`config.mk`:
```
export PLATFORM = sky130hd
export DESIGN_NAME = icache_verify_stage
export DESIGN_NICKNAME = d
export VERILOG_FILES = /design/src/hdl/icache_pkg.sv /design/src/hdl/icache_verify_stage.sv
export SDC_FILE = /design/constraint.sdc
export NUM_CORES = 1
export LEC_CHECK = 0
export BUFFER_PORTS_ARGS = -buffer_cell sky130_fd_sc_hd__buf_2
export CORE_ASPECT_RATIO = 0.7
export CORE_MARGIN = 1.5
export CORE_UTILIZATION = 26
export CTS_CLUSTER_DIAMETER = 60
export DETAILED_ROUTE_END_ITERATION = 8
export GPL_TIMING_DRIVEN = 0
export PLACE_DENSITY_LB_ADDON = 0.05
export SKIP_CTS_REPAIR_TIMING = 1
export SYNTH_ARGS = -nofsm -noshare
export SYNTH_HDL_FRONTEND = slang
export SYNTH_SLANG_ARGS = --single-unit
```
`constraint.sdc`:
```
create_clock -name clk_i -period 6.3 [get_ports clk_i]
set_input_delay 0.945 -clock clk_i [delete_from_list [all_inputs] [get_ports clk_i]]
set_output_delay 0.945 -clock clk_i [all_outputs]
set_load 0.02 [all_outputs]
```
`src/hdl/icache_pkg.sv`:
```
// Instruction cache types
`default_nettype none

package icache_pkg;

  //////////////////////////////////////////////////
  // Geometry
  //////////////////////////////////////////////////
  localparam int vaddr_width       = 32;
  localparam int ptag_width        = 20;
  localparam int page_offset_width = vaddr_width - ptag_width;
  localparam int instr_width       = 32;
  localparam int block_width       = 64;
  localparam int num_ways          = 2;
  localparam int num_sets          = 64;
  localparam int index_width       = 6;
  localparam int way_width         = $clog2(num_ways);
  localparam int tag_entry_width   = 1 + ptag_width;

  //////////////////////////////////////////////////
  // Fetch side
  //////////////////////////////////////////////////
  // Also used for physical addresses, the index sits inside the page offset
  typedef struct packed {
    logic [vaddr_width-index_width-4:0] tag;
    logic [index_width-1:0]             index;
    logic                               word;
    logic [1:0]                         byte_off;
  } icache_vaddr_s;

  typedef enum logic {
    e_op_fetch = 1'b0,
    e_op_fill  = 1'b1
  } icache_op_e;

  typedef struct packed {
    icache_op_e    op;
    icache_vaddr_s vaddr;
  } icache_pkt_s;

  typedef struct packed {
    logic                  valid;
    logic [ptag_width-1:0] ptag;
  } icache_tag_entry_s;

  // Contents of the tag-lookup stage
  typedef struct packed {
    logic          v;
    icache_op_e    op;
    icache_vaddr_s vaddr;
  } tl_entry_s;

  //////////////////////////////////////////////////
  // Cache engine side
  //////////////////////////////////////////////////
  typedef struct packed {
    logic [ptag_width+page_offset_width-1:0] addr;
  } icache_cache_req_s;

  typedef struct packed {
    logic [way_width-1:0] repl_way;
  } icache_req_meta_s;

  typedef enum logic {
    e_fill_tag  = 1'b0,
    e_fill_data = 1'b1
  } fill_op_e;

  typedef struct packed {
    logic [block_width-tag_entry_width-1:0] pad;
    icache_tag_entry_s                      entry;
  } fill_tag_view_s;

  // Same payload word, read as a tag entry or as a whole block
  typedef union packed {
    fill_tag_view_s           tag_view;
    logic [block_width-1:0]   block;
  } fill_payload_u;

  typedef struct packed {
    fill_op_e               op;
    logic [way_width-1:0]   way;
    logic [index_width-1:0] index;
    fill_payload_u          payload;
  } icache_fill_pkt_s;

endpackage

`default_nettype wire

```
`src/hdl/icache_verify_stage.sv`:
```
// Instruction cache verify stage
`default_nettype none

module icache_verify_stage
(
  input  logic                                clk_i,
  input  logic                                reset_i,

  // Tag lookup entry and translation
  input  icache_pkg::tl_entry_s               tl_entry_i,
  input  logic [icache_pkg::ptag_width-1:0]   ptag_i,
  input  logic                                ptag_v_i,
  input  icache_pkg::icache_tag_entry_s [icache_pkg::num_ways-1:0] tag_entries_i,
  input  logic [icache_pkg::num_ways-1:0][icache_pkg::block_width-1:0] data_blocks_i,
  input  logic [icache_pkg::way_width-1:0]    lru_way_i,

  // Pipeline control
  output logic                                tv_ready_o,
  output logic                                ready_state_o,
  output logic                                recovering_o,

  // Result
  output logic [icache_pkg::instr_width-1:0]  data_o,
  output logic                                miss_not_data_o,
  output logic                                data_v_o,
  input  logic                                data_yumi_i,

  // Cache engine
  output icache_pkg::icache_cache_req_s       cache_req_o,
  output logic                                cache_req_v_o,
  input  logic                                cache_req_ready_i,
  output icache_pkg::icache_req_meta_s        cache_req_metadata_o,
  output logic                                cache_req_metadata_v_o,
  input  logic                                cache_req_complete_i,

  // Replacement update
  output logic                                lru_update_v_o,
  output logic [icache_pkg::index_width-1:0]  lru_update_index_o,
  output logic [icache_pkg::way_width-1:0]    lru_update_way_o
);

  import icache_pkg::*;

  typedef enum logic [1:0] {e_ready, e_miss, e_recover} state_e;

  state_e                 state_r, state_n;
  logic                   tv_v_r, take, pending;
  logic [num_ways-1:0]    hit_n, hit_r, way_v_r;
  logic [block_width-1:0] block_n, block_r;
  icache_vaddr_s          paddr_n, paddr_r;
  icache_op_e             op_r;
  logic                   complete_r;
  logic [way_width-1:0]   lru_r, hit_way, invalid_way;
  logic                   invalid_exist;

  //////////////////////////////////////////////////
  // Tag compare against the incoming ptag
  //////////////////////////////////////////////////
  assign tv_ready_o = ~tv_v_r | (data_v_o & data_yumi_i);
  assign take       = tv_ready_o & tl_entry_i.v & ptag_v_i;
  assign paddr_n    = icache_vaddr_s'({ptag_i, tl_entry_i.vaddr[page_offset_width-1:0]});

  always_comb
  begin
    block_n = '0;
    for (int w = 0; w < num_ways; w++)
    begin
      hit_n[w] = tag_entries_i[w].valid & (tag_entries_i[w].ptag == ptag_i);
      block_n  = block_n | ({block_width{hit_n[w]}} & data_blocks_i[w]);
    end
  end

  always_ff @(posedge clk_i)
  begin
    if (reset_i)
      tv_v_r <= 1'b0;
    else if (take)
      tv_v_r <= 1'b1;
    else if (tv_ready_o)
      tv_v_r <= 1'b0;
  end

  always_ff @(posedge clk_i)
  begin
    if (take)
    begin
      hit_r      <= hit_n;
      block_r    <= block_n;
      paddr_r    <= paddr_n;
      op_r       <= tl_entry_i.op;
      complete_r <= (tl_entry_i.op == e_op_fetch) | (|hit_n);
      lru_r      <= lru_way_i;
      for (int w = 0; w < num_ways; w++)
        way_v_r[w] <= tag_entries_i[w].valid;
    end
    else if (state_r == e_recover)
      complete_r <= 1'b1;
  end

  //////////////////////////////////////////////////
  // Result and replacement
  //////////////////////////////////////////////////
  assign data_v_o        = tv_v_r & complete_r;
  assign miss_not_data_o = data_v_o & (~(|hit_r) | (op_r == e_op_fill));
  assign data_o          = block_r[paddr_r.word*instr_width +: instr_width];

  // Lowest invalid way wins, scanned from the top down
  always_comb
  begin
    invalid_exist = 1'b0;
    invalid_way   = '0;
    hit_way       = '0;
    for (int w = num_ways-1; w >= 0; w--)
    begin
      if (!way_v_r[w])
      begin
        invalid_exist = 1'b1;
        invalid_way   = way_width'(w);
      end
      if (hit_r[w])
        hit_way = way_width'(w);
    end
  end

  assign lru_update_v_o     = tv_v_r & (op_r == e_op_fetch) & (|hit_r);
  assign lru_update_index_o = paddr_r.index;
  assign lru_update_way_o   = hit_way;

  //////////////////////////////////////////////////
  // Miss request and state machine
  //////////////////////////////////////////////////
  assign pending       = tv_v_r & ~complete_r;
  // Decode is held off while a fill miss waits or is serviced
  assign ready_state_o = (state_r == e_ready) & ~pending;
  assign recovering_o  = (state_r == e_recover);
  assign cache_req_v_o = (state_r == e_ready) & pending & cache_req_ready_i;
  assign cache_req_o   = '{addr: {paddr_r.tag, paddr_r.index, 3'b000}};
  assign cache_req_metadata_o = '{repl_way: invalid_exist ? invalid_way : lru_r};

  always_comb
  begin
    case (state_r)
      e_ready:   state_n = cache_req_v_o ? e_miss : e_ready;
      e_miss:    state_n = cache_req_complete_i ? e_recover : e_miss;
      e_recover: state_n = e_ready;
      default:   state_n = e_ready;
    endcase
  end

  always_ff @(posedge clk_i)
  begin
    if (reset_i)
    begin
      state_r                <= e_ready;
      cache_req_metadata_v_o <= 1'b0;
    end
    else
    begin
      state_r                <= state_n;
      cache_req_metadata_v_o <= cache_req_v_o;
    end
  end

endmodule

`default_nettype wire

```
==> metrics <==
achievable clock frequency=0.336 GHz; clk root buf=clkbuf_16; Reg2Reg Launch Point=complete_r; htree depth=3; cell area after synthesis=5030 um2; initial antenna violation count=3; Max Slew Vio Count=0; synth top area cells=edfxtp_1, a22o_1, mux2_2, buf_4, xnor2_1; Final period util=0.472; Cells after Synth=339; Slew headroom=0.434; reg-to-reg setup timing slack=4.30 ns; final wirelength=around 14000 um; Synth cell types=29; RD Place Congestion=0.720; most common library cell in the layout ignoring fill and taps=buf_2; first-pass GRT wire length=21300 um; synth-to-layout area growth=42.6%; leakage power=approximately 3 nW; Post-DP HPWL=roughly 11000 um; final antenna-violating net count=0; IO Port Bufs=285; Synth Register Bits=105; worst hold path cell count=2; Total Power=between 1.5 and 2 mW; Clock transition at path regs=0.07 ns; largest net degree at the start of global routing=30; crit path DAT=between 2 and 2.5 ns; DIE AREA=20200 um2; Final Util=0.379; grt total ovfl=0; vias in the first global route=roughly 3800; TritonCTS clock tree=yes; Core Rows=42; maximum net fanout on the critical path=10; drt via density=4.26; max cap viols=0; Die X=169 um; FFs w/ async S/R, synth=0; Tmin final=2.97 ns; RSZ-0062 raised after global routing=no; Initial Util=0.266; vias=~3800; hold endpoint=state_r[1]; setup slack after layout=~3.3 ns; Power Dens Cells=around 230 nW/um2; Required @ worst endpoint=approximately 5.4 ns; gr usage total=0.143; peak supply drop=around 0.12 mV; residual DRC count=0; Crit. End Element=output pin; Layout Skew=0.00654 ns; Hold Path Class=flip-flop to flip-flop; Worst Reg-to-Reg Cells=4; placed cell area=6840 um2; Fin Setup TNS=0 ns; share of Yosys cell area claimed by the top area cell type=0.603; Setup crit start kind=flip-flop; run status=completed; design area=7170 um2; most frequent cells in the layout=buf_2, edfxtp_1, a22o_1, buf_4, mux2_2; sequential area share after synthesis=0.619; endpoints failing setup=0; final hold violations=0; Synth Flop Type=edfxtp_1; First-pass DRT Iterations=4; Worst Hold Launch=state_r[0]; Die Y=119 um; worst skew pair latency=0.35 ns; reg-to-reg endpoint=block_r[0]; fin cells=890; TritonCTS Buffers=9; share of cells above drive strength 1=0.606; WS Path Type=flip-flop to output pin; IO Pins=311; WL/cell=16.3 um; actual slew at the worst max-slew pin=between 0.8 and 0.9 ns; Nets=871; WHS=0.496 ns; 1st-iter DRT viols=151; Syn. warnings=0; Syn Area/Cell=about 15 um2; dpl ws=3.18 ns; CTS sink cnt=105; Max clock buf depth=2; Post-synth EDFFs=101; Placed Instances=~870; cell taking the most area after synthesis=edfxtp_1; area of the core=18900 um2
==> critical path, stage by stage (launching register included) <==
cell and delay, ns:
edfxtp_1 0.33, clkbuf_1 0.21, buf_1 0.55, mux2_2 0.42, buf_2 0.16
==> flip-flops by register name, summed over array words and instances, names as in the netlist <==
register and cells:
lru_update_index_o 6, way_v_r 2, cache_req_metadata_v_o 1, lru_r 1
paddr_r 1, block_r 64, tv_v_r 1, state_r 2
complete_r 1, hit_r 2, cache_req_o 23, op_r 1
==> synth_stat cells, types with 3 or more instances <==
master      n
inv_1       3
edfxtp_1  101
nand2_1     5
buf_6       4
nor2_1      4
nor4_1      4
xnor2_1    24
nand4_1     6
buf_2       5
xor2_1     16
buf_4      43
nand3_1     3
mux2_2     32
dfxtp_1     4
buf_1       3
a22o_1     64
==> layout make-up <==
| type | instances | area, um2 |
|---|---|---|
| Fill cell | 1899 | 11700 |
| Sequential cell | 105 | 3110 |
| Multi-Input combinational cell | 177 | 1520 |
| Timing Repair Buffer | 288 | 1490 |
| Buffer | 56 | 408 |
| Tap cell | 242 | 303 |
| Clock buffer | 11 | 243 |
| Clock inverter | 5 | 85.1 |
| Inverter | 3 | 11.3 |
| Antenna cell | 3 | 7.51 |
==> per-layer routing <==
layer / GRT usage / share of wire / vias to the layer above
met4: 0.0365 / 0.0087 / 0
met2: 0.224 / 0.45 / 163
met5: 0 / 0 / -
li1: - / - / 1867
met3: 0.0518 / 0.085 / 8
met1: 0.186 / 0.45 / 1757
==> worst max path at each step <==
stage / endpoint / startpoint / cells after the start
3_5_place_dp: block_r[29] / ptag_i[16] / 8
5_1_grt: data_o[7] / paddr_r[2] / 4
2_1_floorplan: complete_r / data_yumi_i / 4
4_1_cts: data_o[4] / paddr_r[2] / 4
3_3_place_gp: complete_r / data_yumi_i / 5
6_report: data_o[7] / paddr_r[2] / 4
==> cells by family (layout without fill, tap and decap cells) <==
group	Yosys count	in the layout	synth area share
other cells	1	6	0.000746
buf+inv	59	363	0.0833
mux	32	32	0.0716
compound gates	69	69	0.118
flops	105	105	0.619
xor+xnor	40	40	0.0697
simple gates	33	33	0.0378
==> report_power, final <==
group	leakage [nW]	switching (mW)	internal (mW)
clock	0.157	0.264	0.363
combinational	1.92	0.109	0.107
sequential	0.934	0.00798	0.795
(Power assumes the default switching activity.)
