==> src/hdl/icache_pkg.sv <==
// Instruction cache types
`default_nettype none

package icache_pkg;

  //////////////////////////////////////////////////
  // Geometry
  //////////////////////////////////////////////////
  localparam int vaddr_width       = 32;
  localparam int ptag_width        = 20;
  localparam int page_offset_width = vaddr_width - ptag_width;
  localparam int instr_width       = 32;
  localparam int block_width       = 64;
  localparam int num_ways          = 2;
  localparam int num_sets          = 64;
  localparam int index_width       = 6;
  localparam int way_width         = $clog2(num_ways);
  localparam int tag_entry_width   = 1 + ptag_width;

  //////////////////////////////////////////////////
  // Fetch side
  //////////////////////////////////////////////////
  // Also used for physical addresses, the index sits inside the page offset
  typedef struct packed {
    logic [vaddr_width-index_width-4:0] tag;
    logic [index_width-1:0]             index;
    logic                               word;
    logic [1:0]                         byte_off;
  } icache_vaddr_s;

  typedef enum logic {
    e_op_fetch = 1'b0,
    e_op_fill  = 1'b1
  } icache_op_e;

  typedef struct packed {
    icache_op_e    op;
    icache_vaddr_s vaddr;
  } icache_pkt_s;

  typedef struct packed {
    logic                  valid;
    logic [ptag_width-1:0] ptag;
  } icache_tag_entry_s;

  // Contents of the tag-lookup stage
  typedef struct packed {
    logic          v;
    icache_op_e    op;
    icache_vaddr_s vaddr;
  } tl_entry_s;

  //////////////////////////////////////////////////
  // Cache engine side
  //////////////////////////////////////////////////
  typedef struct packed {
    logic [ptag_width+page_offset_width-1:0] addr;
  } icache_cache_req_s;

  typedef struct packed {
    logic [way_width-1:0] repl_way;
  } icache_req_meta_s;

  typedef enum logic {
    e_fill_tag  = 1'b0,
    e_fill_data = 1'b1
  } fill_op_e;

  typedef struct packed {
    logic [block_width-tag_entry_width-1:0] pad;
    icache_tag_entry_s                      entry;
  } fill_tag_view_s;

  // Same payload word, read as a tag entry or as a whole block
  typedef union packed {
    fill_tag_view_s           tag_view;
    logic [block_width-1:0]   block;
  } fill_payload_u;

  typedef struct packed {
    fill_op_e               op;
    logic [way_width-1:0]   way;
    logic [index_width-1:0] index;
    fill_payload_u          payload;
  } icache_fill_pkt_s;

endpackage

`default_nettype wire

==> src/hdl/icache_fetch_stage.sv <==
// Instruction cache fetch stage
`default_nettype none

module icache_fetch_stage
(
  input  logic                    clk_i,
  input  logic                    reset_i,

  // Decode
  input  icache_pkg::icache_pkt_s icache_pkt_i,
  input  logic                    v_i,
  output logic                    yumi_o,

  // Feedback from tag verify
  input  logic                    tv_ready_i,
  input  logic                    ready_state_i,

  // Tag lookup
  output logic                    tl_advance_o,
  output icache_pkg::tl_entry_s   tl_entry_o
);

  import icache_pkg::*;

  logic        tl_v_r;
  icache_pkt_s tl_pkt_r;

  //////////////////////////////////////////////////
  // Decode acceptance
  //////////////////////////////////////////////////
  // Take a packet when tag lookup is empty or is moving into tag verify
  assign yumi_o       = v_i & ready_state_i & (~tl_v_r | tv_ready_i);
  assign tl_advance_o = yumi_o;

  //////////////////////////////////////////////////
  // Tag lookup registers
  //////////////////////////////////////////////////
  always_ff @(posedge clk_i)
  begin
    if (reset_i)
    begin
      tl_v_r <= 1'b0;
    end
    else if (yumi_o)
    begin
      tl_v_r <= 1'b1;
    end
    else if (tv_ready_i)
    begin
      // Taken or dropped by tag verify
      tl_v_r <= 1'b0;
    end
  end

  always_ff @(posedge clk_i)
  begin
    if (yumi_o)
    begin
      tl_pkt_r <= icache_pkt_i;
    end
  end

  assign tl_entry_o = '{v: tl_v_r, op: tl_pkt_r.op, vaddr: tl_pkt_r.vaddr};

endmodule

`default_nettype wire

==> config.mk <==
export PLATFORM = sky130hd
export DESIGN_NAME = icache_fetch_stage
export DESIGN_NICKNAME = d
export VERILOG_FILES = /design/src/hdl/icache_pkg.sv /design/src/hdl/icache_fetch_stage.sv
export SDC_FILE = /design/constraint.sdc
export NUM_CORES = 1
export LEC_CHECK = 0
export BUFFER_PORTS_ARGS = -buffer_cell sky130_fd_sc_hd__buf_4
export CORE_UTILIZATION = 39
export CTS_CLUSTER_DIAMETER = 30
export DETAILED_ROUTE_END_ITERATION = 6
export PLACE_DENSITY = 0.76
export REMOVE_ABC_BUFFERS = 1
export SETUP_SLACK_MARGIN = 0.5
export SLEW_MARGIN = 10
export SYNTH_ARGS = -nofsm -noshare
export SYNTH_HDL_FRONTEND = slang
export SYNTH_SLANG_ARGS = --single-unit
==> constraint.sdc <==
create_clock -name clk_i -period 1.61 [get_ports clk_i]
set_input_delay 0.0805 -clock clk_i [delete_from_list [all_inputs] [get_ports clk_i]]
set_output_delay 0.0805 -clock clk_i [all_outputs]
set_load 0.1 [all_outputs]
==> results.yml, run 1 <==
status:
  outcome: "finished, final reports clean"
sta:
  period_minus_slack_ns: 1.272
  setup_viol: 0
  hold_violations: 0
  worst_clock_skew_ns: 0.006416
  maxSlewViolCount: 0
  slew_headroom: 0.7988
  worstMarginPinSlew_ns: 0.3043
  rsz0062_at_grt: "yes"
  fin_crit_sh: 0.7901
  clock.fmax_ghz: 0.7861
global_route:
  grt_pass1_wl_um: 4733
  grt_pass1_vias: 962
  antenna_found_initial: 0
  grt_max_degree: 14
  grt_overflow_total: 0
  groute.usage.overall: 0.2533
detailed_routing:
  routed_wl_um: 3753
  drtAntennaViolNets: 0
  dr.pass1.iters: 4
  viasPerCell: 4.611
  wl_per_cell_um: 19.75
  initialDrtViolationCount: 19
  drcViolationCount: 0
  vias: 876
finish:
  instances_no_fill: 190
  fillCellCount: 117
  area_growth_syn_to_layout_pct: 104.0
  post-route-cell-area_sq_mm: 0.002180
  final_util: 0.8641
  final_nets: 198
  n_antenna_cell: 0
  multiInputGateArea_sq_um: 42.54
  regArea_sq_mm: 0.001012
  drive_gt1_frac: 0.5688
clock_network:
  cts_tree: "built"
  clockBufferDepth: 2
  clockRootBuffer: "clkbuf_4"
  htree_num_levels: 2
  cts-buffers-inserted: 5
  clock_latency_ns: 0.32
  clock-sinks: 34
  cts.clk_slew.worst_paths_ns: 0.10
yosys:
  syn_area_per_cell_sq_um: 26.71
  yosysUniqueCellTypes: 7
  yosysWarnings: 0
  ys_seq_area_frac: 0.9461
  netlist_area_sq_mm: 0.001069
  synth-seq-cells: 34
  syn_inst: 40
critical_path:
  critPathKind: "reg -> reg"
  r2r-end: "tl_entry_o[10]"
  critPathBufInv: 2
  startpoint_type: "flop"
  setup.worst_path.end_class: "flop"
  crit_chain: "nand2b_4 > nor2b_4 > buf_4 > bufbuf_16"
  r2r_cells: 4
  regToRegSetupSlack_ns: 0.34
  crit_path_end: "tl_entry_o[10]"
  crit_path_max_incr_delay_ns: 0.35
  crit_required_ns: 1.65
  r2r-start: "tl_v_r"
  critPathMaxFanout: 11
  cpLargestDelayFamily: "buffers and inverters"
  cp-startpoint: "tl_v_r"
  cp.depth: 4
  crit_arrival_ns: 1.32
  critical-path-slowest-cell: "dfxtp_2"
power_and_ir_drop:
  power_density_mw_per_mm2: 928.0
  ir_drop_mv: 0.7676
  power_mw: 2.023
  leakage_nw: 0.9300
floorplan:
  ioPinCount: 74
  dieHeight_um: 54.35
  dieWidth_um: 54.35
  core_sq_mm: 0.002522
  num_rows: 18
  die_area_sq_mm: 0.002953
  start_util: 0.4236
placement:
  gp_congestion: 0.6496
  placed_cell_area_sq_mm: 0.001654
  placedCellCount: 143
  numPortBuffers: 73
run:
  cap_violations: 0
hold_path:
  hp-class: "in -> reg"
==> cell usage in the layout, fill, tap and decap left out, drive strengths merged <==
master       count
nor2b            1
dlygate4sd3     34
dfxtp            1
nand2b           1
edfxtp          33
nand2            1
a21oi            1
buf             80
clkbuf           7
bufbuf           1
==> state kept, by name, indices dropped and copies added, names as in the netlist <==
signal      flops
tl_entry_o     33
tl_v_r          1
==> cells by family (layout without fill, tap and decap cells) <==
logic type	Yosys count	in the layout	synth area share
buf+inv	2	122	0.01405
simple gates	3	3	0.03161
compound gates	1	1	0.008198
flops	34	34	0.9461
==> metal layers <==
metal | wire length, um | track usage | vias to the layer above
li1 | - | - | 392
met1 | 1348 | 0.2667 | 410
met2 | 1991 | 0.4492 | 68
met3 | 356 | 0.1083 | 6
met4 | 58 | 0.08547 | 0
met5 | 0 | 0 | -
==> worst register-to-register path, stage by stage, from the launching register on <==
cell,delay [ns]
dfxtp_2,0.35
nand2b_4,0.06
nor2b_4,0.17
buf_4,0.15
bufbuf_16,0.27
==> power breakdown <==
| group | switching, mW | total, mW | internal [mW] |
|---|---|---|---|
| clock network | 0.269 | 0.434 | 0.165 |
| logic | 0.358 | 0.558 | 0.200 |
| registers | 0.0147 | 1.03 | 1.02 |
==> cell usage after synthesis <==
cell	count	area, sq um
a21oi_2	1	8.760
buf_4	2	15.01
dfxtp_1	1	20.02
edfxtp_1	33	991.0
nand2_2	1	6.260
nand2b_4	1	13.76
nor2b_4	1	13.76
==> worst min path at each step <==
stage,startpoint,to,slack (ns),cells after the start
after floorplan,reset_i,tl_v_r,0.14,1
after global placement,reset_i,tl_v_r,0.24,2
after detailed placement,reset_i,tl_v_r,0.24,2
after CTS,ready_state_i,tl_v_r,0.03,3
after global routing,ready_state_i,tl_v_r,0.04,3
final,ready_state_i,tl_v_r,0.06,3
==> cell type report <==
class	count	area share
multi-input combinational	4	0.01952
timing repair buffer	115	0.4782
clock buffer	7	0.02067
sequential	34	0.4644
tap	30	0.01722
==> through the flow <==
stage	TNS (ns)	hold slack [ns]	worst slack [ns]
floorplan	-38.02	0.1429	-1.106
global placement	0	0.2383	0.3974
detailed placement	0	0.2406	0.3794
CTS	0	0.02667	0.3412
global route	0	0.04104	0.2989
finish	0	0.05795	0.3379
==> what timing repair did <==
item | in CTS | in global routing
pin swaps | 0 | 0
setup buffers | 3 | 2
gates resized for setup | 10 | 8
endpoints found under the hold margin | 34 | 0
setup endpoints to repair | 23 | 38
hold buffers | 34 | 0
cloned | 1 | 0
Power figures use the tool's default switching activity.
==> inputs of run 2 (changes only) <==
--- a/config.mk
+++ b/config.mk
@@ -5,11 +5,12 @@
 export SDC_FILE = /design/constraint.sdc
 export NUM_CORES = 1
 export LEC_CHECK = 0
+export ABC_AREA = 1
 export BUFFER_PORTS_ARGS = -buffer_cell sky130_fd_sc_hd__buf_4
-export CORE_UTILIZATION = 39
+export CORE_UTILIZATION = 35
 export CTS_CLUSTER_DIAMETER = 30
 export DETAILED_ROUTE_END_ITERATION = 6
-export PLACE_DENSITY = 0.76
+export PLACE_DENSITY = 0.73
 export REMOVE_ABC_BUFFERS = 1
 export SETUP_SLACK_MARGIN = 0.5
 export SLEW_MARGIN = 10
==> constraint.sdc (replaced) <==
create_clock -name clk_i -period 1.1 [get_ports clk_i]
set_input_delay 0.055 -clock clk_i [delete_from_list [all_inputs] [get_ports clk_i]]
set_output_delay 0.055 -clock clk_i [all_outputs]
set_load 0.1 [all_outputs]
==> results.yml, run 2 <==
global_route:
  antenna_found_initial: 0
  groute.usage.overall: 0.2002
  grt_pass1_vias: 868
  grt_overflow_total: 0
  grt_pass1_wl_um: 4388
  grt_max_degree: 20
yosys:
  syn_area_per_cell_sq_um: 25.70
  synth-seq-cells: 34
  synthFlopType: "edfxtp_1"
  syn_inst: 41
  yosysUniqueCellTypes: 8
  synth_edf_count: 33
  synthArstFlopShare: 0
  netlist_area_sq_mm: 0.001054
  synth.largest_area_cell: "edfxtp_1"
  yosysMostFrequentCell: "edfxtp_1"
  synth_top_area_frac: 0.9406
  yosysWarnings: 0
  synthTopCellsByCount: "edfxtp_1, buf_4"
  synthTopCellsByArea: "edfxtp_1, dfxtp_1, buf_4"
  ys_seq_area_frac: 0.9596
detailed_routing:
  viasPerCell: 4.881
  initialDrtViolationCount: 35
  routed_wl_um: 4824
  wl_per_cell_um: 24.99
  drtAntennaViolNets: 0
  vias: 942
  dr.pass1.iters: 6
  drcViolationCount: 6
finish:
  post-route-cell-area_sq_mm: 0.002650
  largest_reg_flops: 33
  layout_commonest_cell: "buf_4"
  drive_gt1_frac: 0.6049
  multiInputGateArea_sq_um: 35.03
  area_growth_syn_to_layout_pct: 151.5
  final_cell_mix: "buf_4, buf_12, edfxtp_1"
  final_nets: 199
  n_antenna_cell: 0
  regArea_sq_mm: 0.001012
  fillCellCount: 65
  final_util: 0.9447
sta:
  finalSetupTns_ns: -3.854
  setup_viol: 36
  period_minus_slack_ns: 1.290
  maxSlewViolCount: 0
  worstMarginPinSlew_ns: 0.2032
  clock.fmax_ghz: 0.7755
  worst_clock_skew_ns: 0.003656
  rsz0062_at_grt: "yes"
  fin_crit_sh: 1.172
  hold_violations: 7
  slew_headroom: 0.8642
  setup_ws_ns: -0.1895
  whs_ns: -0.1264
floorplan:
  ioPinCount: 74
  dieHeight_um: 56.87
  die_area_sq_mm: 0.003234
  num_rows: 19
  dieWidth_um: 56.87
  core_sq_mm: 0.002805
  start_util: 0.3756
critical_path:
  critPathKind: "reg -> out"
  crit_arrival_ns: 1.23
  setup.worst_path.end_class: "output port"
  startpoint_type: "flop"
  cpLargestDelayFamily: "flip-flops"
  critPathBufInv: 2
  crit_path_max_incr_delay_ns: 0.35
  r2r-end: "tl_entry_o[22]"
  critical-path-slowest-cell: "dfxtp_2"
  r2r-start: "tl_v_r"
  regToRegSetupSlack_ns: -0.13
  r2r_cells: 4
  crit_required_ns: 1.04
  crit_chain: "a21oi_4 > buf_6 > buf_12"
  critPathMaxFanout: 2
hold_path:
  hp-start: "icache_pkt_i[27]"
  min_path_cells: 1
  hp-class: "in -> reg"
  hold_end: "tl_entry_o[27]"
run:
  cap_violations: 0
power_and_ir_drop:
  ir_drop_mv: 1.154
  leakage_nw: 1.111
  power_density_mw_per_mm2: 1245
  power_mw: 3.300
clock_network:
  clockRootBuffer: "clkbuf_4"
  cts_tree: "built"
  clock_latency_ns: 0.36
  cts-buffers-inserted: 5
  htree_num_levels: 2
  clockBufferDepth: 2
  clock-sinks: 34
  cts.clk_slew.worst_paths_ns: 0.11
status:
  violations: "DRC, hold timing, setup timing"
  outcome: "finished with violations"
placement:
  placed_cell_area_sq_mm: 0.001667
  dp_hpwl_um: 1556
  gp_congestion: 0.6917
  numPortBuffers: 73
[run 2: cell types whose count changed after synthesis, sizes merged]
cell / change
nand2: +1
nor2b: -1
inv: +1
nand2b: -1
a21oi: +1
[run 2: layer usage]
metal,track usage,up-vias,share of wire
met4,0.08362,2,0.040
li1,-,398,-
met3,0.1152,18,0.086
met5,0,-,0.0064
met2,0.3282,67,0.53
met1,0.2100,457,0.33
[run 2: stage by stage]
stage,std cells,setup slack [ns]
after detailed placement,147,-0.01383
after global routing,193,-0.2355
after global placement,147,0.004606
after CTS,171,-0.1122
final,193,-0.1895
after floorplan,39,-4.747
[run 2: logic make-up after synthesis]
family,Yosys count,synth area share
flops,34,0.9596
buf+inv,3,0.01781
simple gates,2,0.009502
compound gates,2,0.01306
[run 2: how the worst max path moves through the flow]
| stage | start | end | slack, ns | cells after the start |
|---|---|---|---|---|
| finish | tl_v_r | tl_advance_o | -0.19 | 3 |
| global route | tl_v_r | tl_advance_o | -0.24 | 3 |
| CTS | tl_v_r | tl_advance_o | -0.11 | 3 |
| detailed placement | tl_v_r | tl_entry_o[11] | -0.01 | 2 |
| global placement | tl_v_r | tl_entry_o[11] | 0.005 | 2 |
| floorplan | tl_v_r | tl_entry_o[0] | -4.75 | 1 |
[run 2: worst register-to-register path, cell delays in order (launching register included)]
cell	delay, ns
dfxtp_2	0.35
a21oi_4	0.20
buf_12	0.15
buf_8	0.12
clkbuf_16	0.14
[run 2: timing repair]
item	4_1_cts	5_1_grt
hold buffers	12	20
setup endpoints to repair	70	75
resized for setup	114	8
pin swaps	1	0
endpoints found under the hold margin	34	27
gates cloned	0	4
buffers inserted	4	2
[run 2: final cells by class]
type | instances | share of cell area
multi-input combinational | 4 | 0.01322
tap | 31 | 0.01464
sequential | 34 | 0.3820
clock buffer | 8 | 0.02219
inverter | 1 | 0.001416
timing repair buffer | 115 | 0.5666
[run 2: where the power goes]
part	switching, mW	leakage [nW]	internal, mW
combinational	0.551	0.761	0.433
sequential	0.0498	0.317	1.49
clock	0.462	0.0326	0.315
total	1.06	1.11	2.24
==> inputs of run 3 (changes only) <==
--- a/config.mk
+++ b/config.mk
@@ -7,6 +7,7 @@
 export LEC_CHECK = 0
 export ABC_AREA = 1
 export BUFFER_PORTS_ARGS = -buffer_cell sky130_fd_sc_hd__buf_4
+export CORE_ASPECT_RATIO = 0.9
 export CORE_UTILIZATION = 35
 export CTS_CLUSTER_DIAMETER = 30
 export DETAILED_ROUTE_END_ITERATION = 6
==> results.yml, run 3 (synthesized netlist as in run 2, its figures left out) <==
placement:
  numPortBuffers: 73
  dp_hpwl_um: 1664
  pre_cts_ws_ns: 0.03918
  placed_cell_area_sq_mm: 0.001683
  placedCellCount: 155
  gp_congestion: 0.6215
critical_path:
  critPathKind: "reg -> reg"
  crit_arrival_ns: 1.33
  critPathMaxFanout: 11
  crit_required_ns: 1.18
  setup.worst_path.end_class: "flop"
  startpoint_type: "flop"
finish:
  area_growth_syn_to_layout_pct: 142.2
  layout_commonest_cell: "buf_4"
  post-route-cell-area_sq_mm: 0.002551
  final_util: 0.9135
  largest_reg_flops: 33
  instances_no_fill: 194
  drive_gt1_frac: 0.6104
  final_cell_mix: "buf_4, buf_12, edfxtp_1"
  n_antenna_cell: 0
  final_nets: 191
detailed_routing:
  drtAntennaViolNets: 0
  viasPerCell: 4.691
  drcViolationCount: 0
  initialDrtViolationCount: 43
  routed_wl_um: 4311
  vias: 910
  dr.pass1.iters: 4
  wl_per_cell_um: 22.22
hold_path:
  hp-class: "in -> reg"
floorplan:
  dieWidth_um: 59.83
  num_rows: 18
  ioPinCount: 74
  dieHeight_um: 54.05
  start_util: 0.3772
  core_sq_mm: 0.002793
  die_area_sq_mm: 0.003234
sta:
  fin_crit_sh: 1.143
  worst_clock_skew_ns: 0.01336
  hold_violations: 9
  period_minus_slack_ns: 1.257
  worstMarginPinSlew_ns: 0.1870
  rsz0062_at_grt: "yes"
  setup_viol: 36
  maxSlewViolCount: 0
  whs_ns: -0.1125
  finalSetupTns_ns: -2.718
  setup_ws_ns: -0.1569
  slew_headroom: 0.8751
  clock.fmax_ghz: 0.7956
clock_network:
  cts-buffers-inserted: 5
  clock-sinks: 34
  cts.clk_slew.worst_paths_ns: 0.11
  htree_num_levels: 2
  clock_latency_ns: 0.35
  clockRootBuffer: "clkbuf_4"
  clockBufferDepth: 2
  cts_tree: "built"
global_route:
  grt_pass1_wl_um: 4326
  grt_pass1_vias: 772
  grt_overflow_total: 0
  antenna_found_initial: 0
  groute.usage.overall: 0.2106
  grt_max_degree: 14
power_and_ir_drop:
  ir_drop_mv: 0.9589
  leakage_nw: 1.059
  power_density_mw_per_mm2: 1332
status:
  violations: "hold timing, setup timing"
  outcome: "finished with violations"
run:
  cap_violations: 0
==> run 3: cell count changes in the layout (fill, tap and decap cells not counted), sizes merged <==
cell,change
buf,-4
bufbuf,+1
bufinv,+1
clkbuf,-6
clkinv,+2
dlygate4sd3,-1
dlymetal6s4s,-1
==> run 3: layout make-up <==
class	instances	area (sq um)
timing repair buffer	107	1373
sequential	34	1012
fill	94	241.5
tap	40	50.05
clock inverter	3	40.04
clock buffer	5	37.54
multi-input combinational	4	35.03
inverter	1	3.754
==> run 3: routing by layer <==
metal  track usage  wire [um]  vias up
met2        0.3500       2215       71
met5             0          0        -
met1        0.2256       1625      449
met4        0.1357        110        0
met3       0.08173        360       10
li1              -          -      380
==> run 3: worst max-delay path, stage by stage, from the launching register on <==
cell       delay, ns
dfxtp_2         0.35
a21oi_4         0.19
buf_4           0.17
bufbuf_16       0.28
==> run 3: stage by stage <==
step / power (mW) / hold WS (ns)
finish: 3.398 / -0.1125
global route: 3.486 / -0.1377
CTS: 3.236 / -0.1137
detailed placement: 2.179 / 0.2172
global placement: 2.170 / 0.2147
floorplan: 1.978 / 0.1174
==> run 3: final timing paths <==
check	from	to	slack, ns	cells past startpoint
setup / recovery	tl_v_r	tl_entry_o[9]	-0.16	3
hold / removal	icache_pkt_i[23]	tl_entry_o[23]	-0.11	1
setup reg to reg	tl_v_r	tl_entry_o[9]	-0.16	3
hold reg to reg	tl_v_r	tl_v_r	0.87	5
==> run 3: where the power goes <==
| group | internal (mW) | total (mW) | switching, mW |
|---|---|---|---|
| logic | 0.394 | 0.922 | 0.528 |
| clock network | 0.471 | 0.935 | 0.464 |
| registers | 1.49 | 1.54 | 0.0517 |
| total | 2.35 | 3.40 | 1.04 |
==> run 3: repair_timing <==
action	4_1_cts	5_1_grt
endpoints found under the setup margin	70	70
hold endpoints to repair	34	34
pin swaps	1	1
setup buffers	2	2
resized for setup	109	4
hold buffers	1	25
cloned	1	0
